$ cat src/logic/sqrt_pkg.sv
//////////////////////////////////////////////////////////////////////
// Shared widths, cycle counts and vector types for the element-wise
// square-root unit, plus the controller state encoding
//////////////////////////////////////////////////////////////////////

package sqrt_pkg;

  //////////////////////////////////////////////////////////////////////
  // Widths
  //////////////////////////////////////////////////////////////////////

  // Unsigned operand
  localparam int DATA_W = 32;
  // Root holds half the operand bits
  localparam int ROOT_W = DATA_W / 2;
  // Vector length and element index
  localparam int COUNT_W = 16;

  //////////////////////////////////////////////////////////////////////
  // Core timing
  //////////////////////////////////////////////////////////////////////

  // Load cycle plus one iteration per root bit
  localparam int SQRT_CYCLES = ROOT_W + 1;
  // Core cycle counter, must reach SQRT_CYCLES-1
  localparam int CYCLE_W = $clog2(SQRT_CYCLES);

  //////////////////////////////////////////////////////////////////////
  // Types
  //////////////////////////////////////////////////////////////////////

  typedef logic [DATA_W-1:0]  data_t;
  typedef logic [ROOT_W-1:0]  root_t;
  // Remainder never exceeds 2*root, one extra bit
  typedef logic [ROOT_W:0]    rem_t;
  typedef logic [COUNT_W-1:0] count_t;

  // Vector sequencing
  typedef enum logic [1:0] {
    IDLE,
    WAIT_INPUT,
    WAIT_CORE,
    FINISH
  } sqrt_state_e;

endpackage

$ cat src/logic/sqrt_vector_ctrl.sv
//////////////////////////////////////////////////////////////////////
// Vector sequencer for the square-root unit
// FSM, element counter, operand latch, core start and vector ready
//////////////////////////////////////////////////////////////////////

module sqrt_vector_ctrl (
  input  logic             CLK,
  input  logic             RST,

  // Vector control
  input  logic             start,
  input  logic             round,
  input  sqrt_pkg::count_t size_in,

  // Element input
  input  logic             data_in_enable,
  input  sqrt_pkg::data_t  data_in,

  // Scalar core side
  input  logic             core_done,
  output logic             core_start,
  output sqrt_pkg::data_t  core_operand,

  // Round stage and outside world
  output logic             round_en,
  output logic             ready
);

  import sqrt_pkg::*;

  //////////////////////////////////////////////////////////////////////
  // Signals
  //////////////////////////////////////////////////////////////////////

  sqrt_state_e state;

  // Length latched at start
  count_t size_q;
  // Index of the element in flight
  count_t idx;
  count_t idx_next;

  logic last_elem;
  logic accept;

  //////////////////////////////////////////////////////////////////////
  // Decode
  //////////////////////////////////////////////////////////////////////

  assign idx_next  = idx + count_t'(1);
  // Current element closes the vector
  assign last_elem = (idx_next == size_q);

  // Strobes outside WAIT_INPUT are dropped
  assign accept = (state == WAIT_INPUT) && data_in_enable;

  // One cycle in FINISH, lines up with the last data_out_enable
  assign ready = (state == FINISH);

  //////////////////////////////////////////////////////////////////////
  // FSM and counters
  //////////////////////////////////////////////////////////////////////

  always_ff @(posedge CLK or posedge RST) begin
    if (RST) begin
      state      <= IDLE;
      size_q     <= '0;
      idx        <= '0;
      round_en   <= 1'b0;
      core_start <= 1'b0;
    end else begin
      // Core start is a single-cycle pulse
      core_start <= 1'b0;

      case (state)
        IDLE: begin
          if (start) begin
            size_q   <= size_in;
            round_en <= round;
            idx      <= '0;
            // Empty vector goes straight to ready
            if (size_in == '0) begin
              state <= FINISH;
            end else begin
              state <= WAIT_INPUT;
            end
          end
        end

        WAIT_INPUT: begin
          if (accept) begin
            core_start <= 1'b1;
            state      <= WAIT_CORE;
          end
        end

        WAIT_CORE: begin
          // One element at a time, wait for the core
          if (core_done) begin
            if (last_elem) begin
              state <= FINISH;
            end else begin
              idx   <= idx_next;
              state <= WAIT_INPUT;
            end
          end
        end

        FINISH: begin
          state <= IDLE;
        end

        default: begin
          state <= IDLE;
        end
      endcase
    end
  end

  //////////////////////////////////////////////////////////////////////
  // Operand latch
  //////////////////////////////////////////////////////////////////////

  // Held stable for the core while it loads
  always_ff @(posedge CLK) begin
    if (accept) begin
      core_operand <= data_in;
    end
  end

endmodule

$ cat src/logic/sqrt_scalar_core.sv
//////////////////////////////////////////////////////////////////////
// Iterative integer square root of one operand
// Restoring digit-by-digit method, one root bit per cycle
//////////////////////////////////////////////////////////////////////

module sqrt_scalar_core (
  input  logic            CLK,
  input  logic            RST,

  input  logic            start,
  input  sqrt_pkg::data_t operand,

  output logic            done,
  output sqrt_pkg::root_t root,
  output sqrt_pkg::rem_t  rem
);

  import sqrt_pkg::*;

  //////////////////////////////////////////////////////////////////////
  // Signals
  //////////////////////////////////////////////////////////////////////

  // Cycle counter and run flag
  logic [CYCLE_W-1:0] cnt;
  logic               busy;
  logic               last_cycle;
  logic               step;

  // Operand shifted out two bits per iteration
  data_t op_sh;

  // Trial subtraction, two bits wider than the remainder
  logic [ROOT_W+2:0] rem_sh;
  logic [ROOT_W+2:0] trial;
  logic [ROOT_W+2:0] diff;
  logic              take;

  //////////////////////////////////////////////////////////////////////
  // Iteration datapath
  //////////////////////////////////////////////////////////////////////

  // Counter reaches SQRT_CYCLES-1 once all root bits are in
  assign last_cycle = busy && (cnt == CYCLE_W'(SQRT_CYCLES - 1));
  assign step       = busy && !last_cycle;

  always_comb begin
    // Bring down the next operand bit pair
    rem_sh = {rem, op_sh[DATA_W-1 -: 2]};
    // 4*root + 1
    trial  = {1'b0, root, 2'b01};
    diff   = rem_sh - trial;
    // Root bit is one when the trial fits
    take   = (rem_sh >= trial);
  end

  //////////////////////////////////////////////////////////////////////
  // Sequencing
  //////////////////////////////////////////////////////////////////////

  always_ff @(posedge CLK or posedge RST) begin
    if (RST) begin
      busy <= 1'b0;
      cnt  <= '0;
      done <= 1'b0;
    end else begin
      done <= 1'b0;
      if (start) begin
        // Load cycle
        busy <= 1'b1;
        cnt  <= '0;
      end else if (last_cycle) begin
        // Result complete, single-cycle done
        busy <= 1'b0;
        done <= 1'b1;
      end else if (busy) begin
        cnt <= cnt + 1'b1;
      end
    end
  end

  //////////////////////////////////////////////////////////////////////
  // Root and remainder registers
  //////////////////////////////////////////////////////////////////////

  // Hold their value after done until the next start
  always_ff @(posedge CLK) begin
    if (start) begin
      op_sh <= operand;
      root  <= '0;
      rem   <= '0;
    end else if (step) begin
      op_sh <= {op_sh[DATA_W-3:0], 2'b00};
      root  <= {root[ROOT_W-2:0], take};
      // Restore on failed trial, rem stays within 2*root
      if (take) begin
        rem <= diff[ROOT_W:0];
      end else begin
        rem <= rem_sh[ROOT_W:0];
      end
    end
  end

endmodule

$ cat src/logic/sqrt_round_stage.sv
//////////////////////////////////////////////////////////////////////
// Output register with optional round-to-nearest of the root
//////////////////////////////////////////////////////////////////////

module sqrt_round_stage (
  input  logic            CLK,
  input  logic            RST,

  input  logic            done,
  input  logic            round_en,
  input  sqrt_pkg::root_t root,
  input  sqrt_pkg::rem_t  rem,

  output sqrt_pkg::root_t data_out,
  output logic            data_out_enable
);

  import sqrt_pkg::*;

  rem_t  root_ext;
  logic  round_up;
  root_t rounded;

  // rem > root is the same as operand - root^2 > root,
  // i.e. the true root lies at or above root + 0.5
  assign root_ext = {1'b0, root};

  // Saturate at full scale, root + 1 would wrap for the largest operands
  assign round_up = round_en && (rem > root_ext) && (root != '1);

  assign rounded = round_up ? (root + root_t'(1)) : root;

  always_ff @(posedge CLK or posedge RST) begin
    if (RST) begin
      data_out        <= '0;
      data_out_enable <= 1'b0;
    end else begin
      // One pulse per core result
      data_out_enable <= done;
      // Value held between pulses
      if (done) begin
        data_out <= rounded;
      end
    end
  end

endmodule

$ cat src/logic/sqrt_vector_unit.sv
//////////////////////////////////////////////////////////////////////
// Element-wise vector square root, top level
// Controller, scalar core and rounding output stage
//////////////////////////////////////////////////////////////////////

module sqrt_vector_unit (
  input  logic             CLK,
  input  logic             RST,

  // Vector control
  input  logic             start,
  input  logic             round,
  input  sqrt_pkg::count_t size_in,
  output logic             ready,

  // Element stream in
  input  logic             data_in_enable,
  input  sqrt_pkg::data_t  data_in,

  // Root stream out
  output logic             data_out_enable,
  output sqrt_pkg::root_t  data_out
);

  import sqrt_pkg::*;

  //////////////////////////////////////////////////////////////////////
  // Internal wires
  //////////////////////////////////////////////////////////////////////

  // Controller to core
  logic  core_start;
  data_t core_operand;

  // Core results
  logic  core_done;
  root_t core_root;
  rem_t  core_rem;

  // Rounding mode for the whole vector
  logic  round_en;

  //////////////////////////////////////////////////////////////////////
  // Instances
  //////////////////////////////////////////////////////////////////////

  sqrt_vector_ctrl ctrl_i (
    .CLK            (CLK),
    .RST            (RST),
    .start          (start),
    .round          (round),
    .size_in        (size_in),
    .data_in_enable (data_in_enable),
    .data_in        (data_in),
    .core_done      (core_done),
    .core_start     (core_start),
    .core_operand   (core_operand),
    .round_en       (round_en),
    .ready          (ready)
  );

  sqrt_scalar_core core_i (
    .CLK     (CLK),
    .RST     (RST),
    .start   (core_start),
    .operand (core_operand),
    .done    (core_done),
    .root    (core_root),
    .rem     (core_rem)
  );

  // Registers the result one cycle after core_done
  sqrt_round_stage round_i (
    .CLK             (CLK),
    .RST             (RST),
    .done            (core_done),
    .round_en        (round_en),
    .root            (core_root),
    .rem             (core_rem),
    .data_out        (data_out),
    .data_out_enable (data_out_enable)
  );

endmodule

$ cat config.mk
export PLATFORM = sky130hd
export DESIGN_NAME = sqrt_vector_unit
export DESIGN_NICKNAME = d
export VERILOG_FILES = /design/src/logic/sqrt_pkg.sv /design/src/logic/sqrt_vector_ctrl.sv /design/src/logic/sqrt_scalar_core.sv /design/src/logic/sqrt_round_stage.sv /design/src/logic/sqrt_vector_unit.sv
export SDC_FILE = /design/constraint.sdc
export NUM_CORES = 1
export LEC_CHECK = 0
export ABC_AREA = 1
export BUFFER_PORTS_ARGS = -buffer_cell sky130_fd_sc_hd__buf_2
export CELL_PAD_IN_SITES_DETAIL_PLACEMENT = 0
export CELL_PAD_IN_SITES_GLOBAL_PLACEMENT = 1
export CORE_ASPECT_RATIO = 0.5
export CORE_MARGIN = 2
export CORE_UTILIZATION = 35
export DETAILED_ROUTE_END_ITERATION = 7
export HOLD_SLACK_MARGIN = 0.02
export PLACE_DENSITY_LB_ADDON = 0.1
export SETUP_SLACK_MARGIN = 0.4
export SYNTH_ARGS = -nofsm -noshare
export SYNTH_HDL_FRONTEND = slang
export SYNTH_SLANG_ARGS = --single-unit
$ cat constraint.sdc
create_clock -name CLK -period 2.95 [get_ports CLK]
set_input_delay 0 -clock CLK [delete_from_list [all_inputs] [get_ports CLK]]
set_output_delay 0 -clock CLK [all_outputs]
set_load 0.02 [all_outputs]
==> metrics.csv <==
metric,value,unit
status,"complete, no violations",
vias per cell,4.700,
share of layout cells above drive strength 1,12.60,%
final weighted congestion in routability-driven placement,0.8340,
Slew Limit Fails,0,
RSZ-0062 raised after global routing,yes,
Switch Pwr,4.704,mW
R2R setup slack,0.58,ns
# DRC,0,
post-synthesis cell type count,39,
vias in the first global route,6945,
CTS Buffer Depth,2,
Peak Freq,422.6,MHz
PD cells,1105,nW/um2
met1 wire length,9553,um
io pins,71,
"Avg Cell Area, Syn",8.056,um2
Area growth syn-to-layout,23.57,%
Initial DRC Count,318,
part of the cycle the worst path needs,80.21,%
clock root buffer,clkbuf_16,
CP Capture Type,flop,
# rows,39,
Synth Cell Area,8113,um2
die footprint,24490,um2
clock skew,0.01064,ns
placed cells,1372,
Die Wd,219.3,um
nets@finish,1214,
setup tns final,0,ns
Ys Warns,0,
Int Pwr,6.372,mW
initial antenna violation count,0,
count of final hold-check violations,0,
Crit path arrival time,2.70,ns
Worst setup SP type,flop,
wire per inst,13.82,um
Clock power frac,20.4,%
WL final,20150,um
largest net degree at the start of global routing,38,
H-tree Lvls,4,
Max Cap Viol,0,
first-pass GRT wire length,34470,um
CTS Buf Count,17,
"most common cell after layout, fill and taps aside",nand2_1,
Util after Layout,43.99,%
die height,111.7,um
Starting Density,35.60,%
Mapped Nets,1083,
routed vias,6852,
Max Fanout on Critical Path,14,
wire length on met3,666,um
most frequent cells in the layout,"nand2_1, inv_1, nor2_1",
register share of total power,33.3,%
post-route ant nets,0,
DR WL met2,9665,um
Hold Crit Class,input pin to asynchronous set/reset pin,
Post-Layout Cell Count,1458,
Worst EP required,3.28,ns
area of the core,22790,um2
CTS sink count,157,
fin crit period,2.366,ns
sw frac,42.47,%
final setup vio count,0,
clock slew at reported path FFs,0.07,ns
worst skew pair latency,0.44,ns
Max Used Layer,met4,
synthesized instance count,1007,
n_diodes,0,
GRT overflow,0,
drt pass-1 iters,4,
"flops & latches, synth",157,
VDD IR-drop max,0.0005009,V
Worst slew margin,47.73,%
register area share after synthesis,50.34,%
slew of the pin with the lowest slew margin,0.7822,ns
Comb pwr share,46.3,%
GRT Util Overall,17.88,%
Fill cells,2309,
TritonCTS clock tree,built,
placed wire-length estimate,14340,um
P_leak,4.624,nW
PortBufs,70,
crit path kind,flop to flop,
## registers in the layout, indices dropped and copies added, names as in the netlist, 2 cells and up
name and count:
round_i.data_out 16, core_i.rem 17, ctrl_i.core_operand 32, ctrl_i.size_q 16
core_i.cnt 5, core_i.root 16, core_i.op_sh 32, ctrl_i.idx 16
ctrl_i.state 2
## routing by layer
metal  up-vias  track usage (%)
met4         0            4.685
li1       3581                -
met5         -                0
met2        91            30.60
met1      3160            22.35
met3        20            4.836
## layout make-up
cell class	count	area (um2)	area share, %
Sequential cell	157	4085	40.75
Multi-Input combinational cell	718	3550	35.41
Timing Repair Buffer	140	1016	10.13
Clock buffer	19	442.9	4.418
Inverter	104	390.4	3.894
Tap cell	307	384.1	3.832
Clock inverter	13	156.4	1.560
## Yosys cell counts, drive strengths merged
library cell    n  share of area (%)
a211oi          1              0.093
a21boi          1              0.093
a21o            2               0.19
a21oi          31                1.9
a31oi          11               0.85
and2            1              0.077
buf             9               0.66
clkbuf         19               0.88
clkinv          2              0.093
dfrtp          60                 19
dfxtp          33                8.1
edfxtp         64                 24
ha             23                3.5
inv           102                4.7
mux2            3               0.42
nand2         344                 16
nand3          75                4.7
nand3b          6               0.56
nand4          20                1.5
nor2           88                4.5
nor3           11               0.68
nor3b           1              0.093
nor4            2               0.15
o211ai          5               0.46
o21ai          46                2.8
o21bai          3               0.28
o22ai          17                1.3
o31ai           1              0.093
or2             2               0.15
xnor2           8               0.86
xor2           16                1.7
## power groups by stage
stage | logic [mW] | registers (mW) | clock network [mW]
CTS | 5.11 | 3.70 | 2.33
detailed placement | 5.02 | 3.74 | 0
finish | 5.13 | 3.69 | 2.26
global placement | 5.00 | 3.73 | 0
global route | 5.93 | 3.80 | 2.44
floorplan | 3.70 | 3.70 | 0
## what timing repair did
| item | 4_1_cts | 5_1_grt |
|---|---|---|
| buffers inserted | 0 | 1 |
| gates resized for setup | 0 | 12 |
| hold buffers | 53 | 0 |
| hold endpoints to repair | 83 | 0 |
| setup endpoints to repair | 0 | 48 |
## critical path: stages, from the launching register on
cell     delay, ns
dfxtp_1       0.43
inv_1         0.17
ha_1          0.36
a21oi_1       0.23
o21ai_0       0.17
a21oi_1       0.20
nand3_1       0.19
buf_4         0.24
nand3_1       0.09
nand2_1       0.05
nand3_1       0.09
nand2_1       0.05
## through the flow
stage / hold WS (ns) / worst slack [ns] / cell area, um2 / power [mW]
2_1_floorplan: 0.09887 / 0.5618 / 8113 / 7.396
3_3_place_gp: 0.009643 / 0.4652 / 8850 / 8.732
3_5_place_dp: 0.02022 / 0.4755 / 8850 / 8.758
4_1_cts: 0.08211 / 0.4507 / 9980 / 11.15
5_1_grt: 0.1305 / 0.3823 / 10020 / 12.16
6_report: 0.09073 / 0.5838 / 10020 / 11.08
## worst paths after layout
check,start,end,cells past startpoint
max,core_i.root[10]$_SDFFE_PP0P_,round_i.data_out[3]$_DFFE_PP0P_,11
min,RST,ctrl_i.size_q[10]$_DFFE_PP0P_,3
max reg2reg,core_i.root[10]$_SDFFE_PP0P_,round_i.data_out[3]$_DFFE_PP0P_,11
min reg2reg,core_i.rem[15]$_SDFFE_PP0P_,core_i.rem[15]$_SDFFE_PP0P_,2
max in group asynchronous,RST,ctrl_i.core_start$_DFF_PP0_,4
min in group CLK,size_in[2],ctrl_i.state[1]$_DFFE_PP0P_,6
## logic make-up after synthesis
kind of cell,after synthesis,synth area share (%)
and+or+nand+nor,550,28.64
DFF,157,50.34
buffers and inverters,132,6.354
AOI/OAI and AO/OA,118,8.112
xor gates and xnor gates,24,2.591
adders and majority gates,23,3.547
muxes,3,0.4164
No activity file was read; power rests on OpenSTA's default activity.
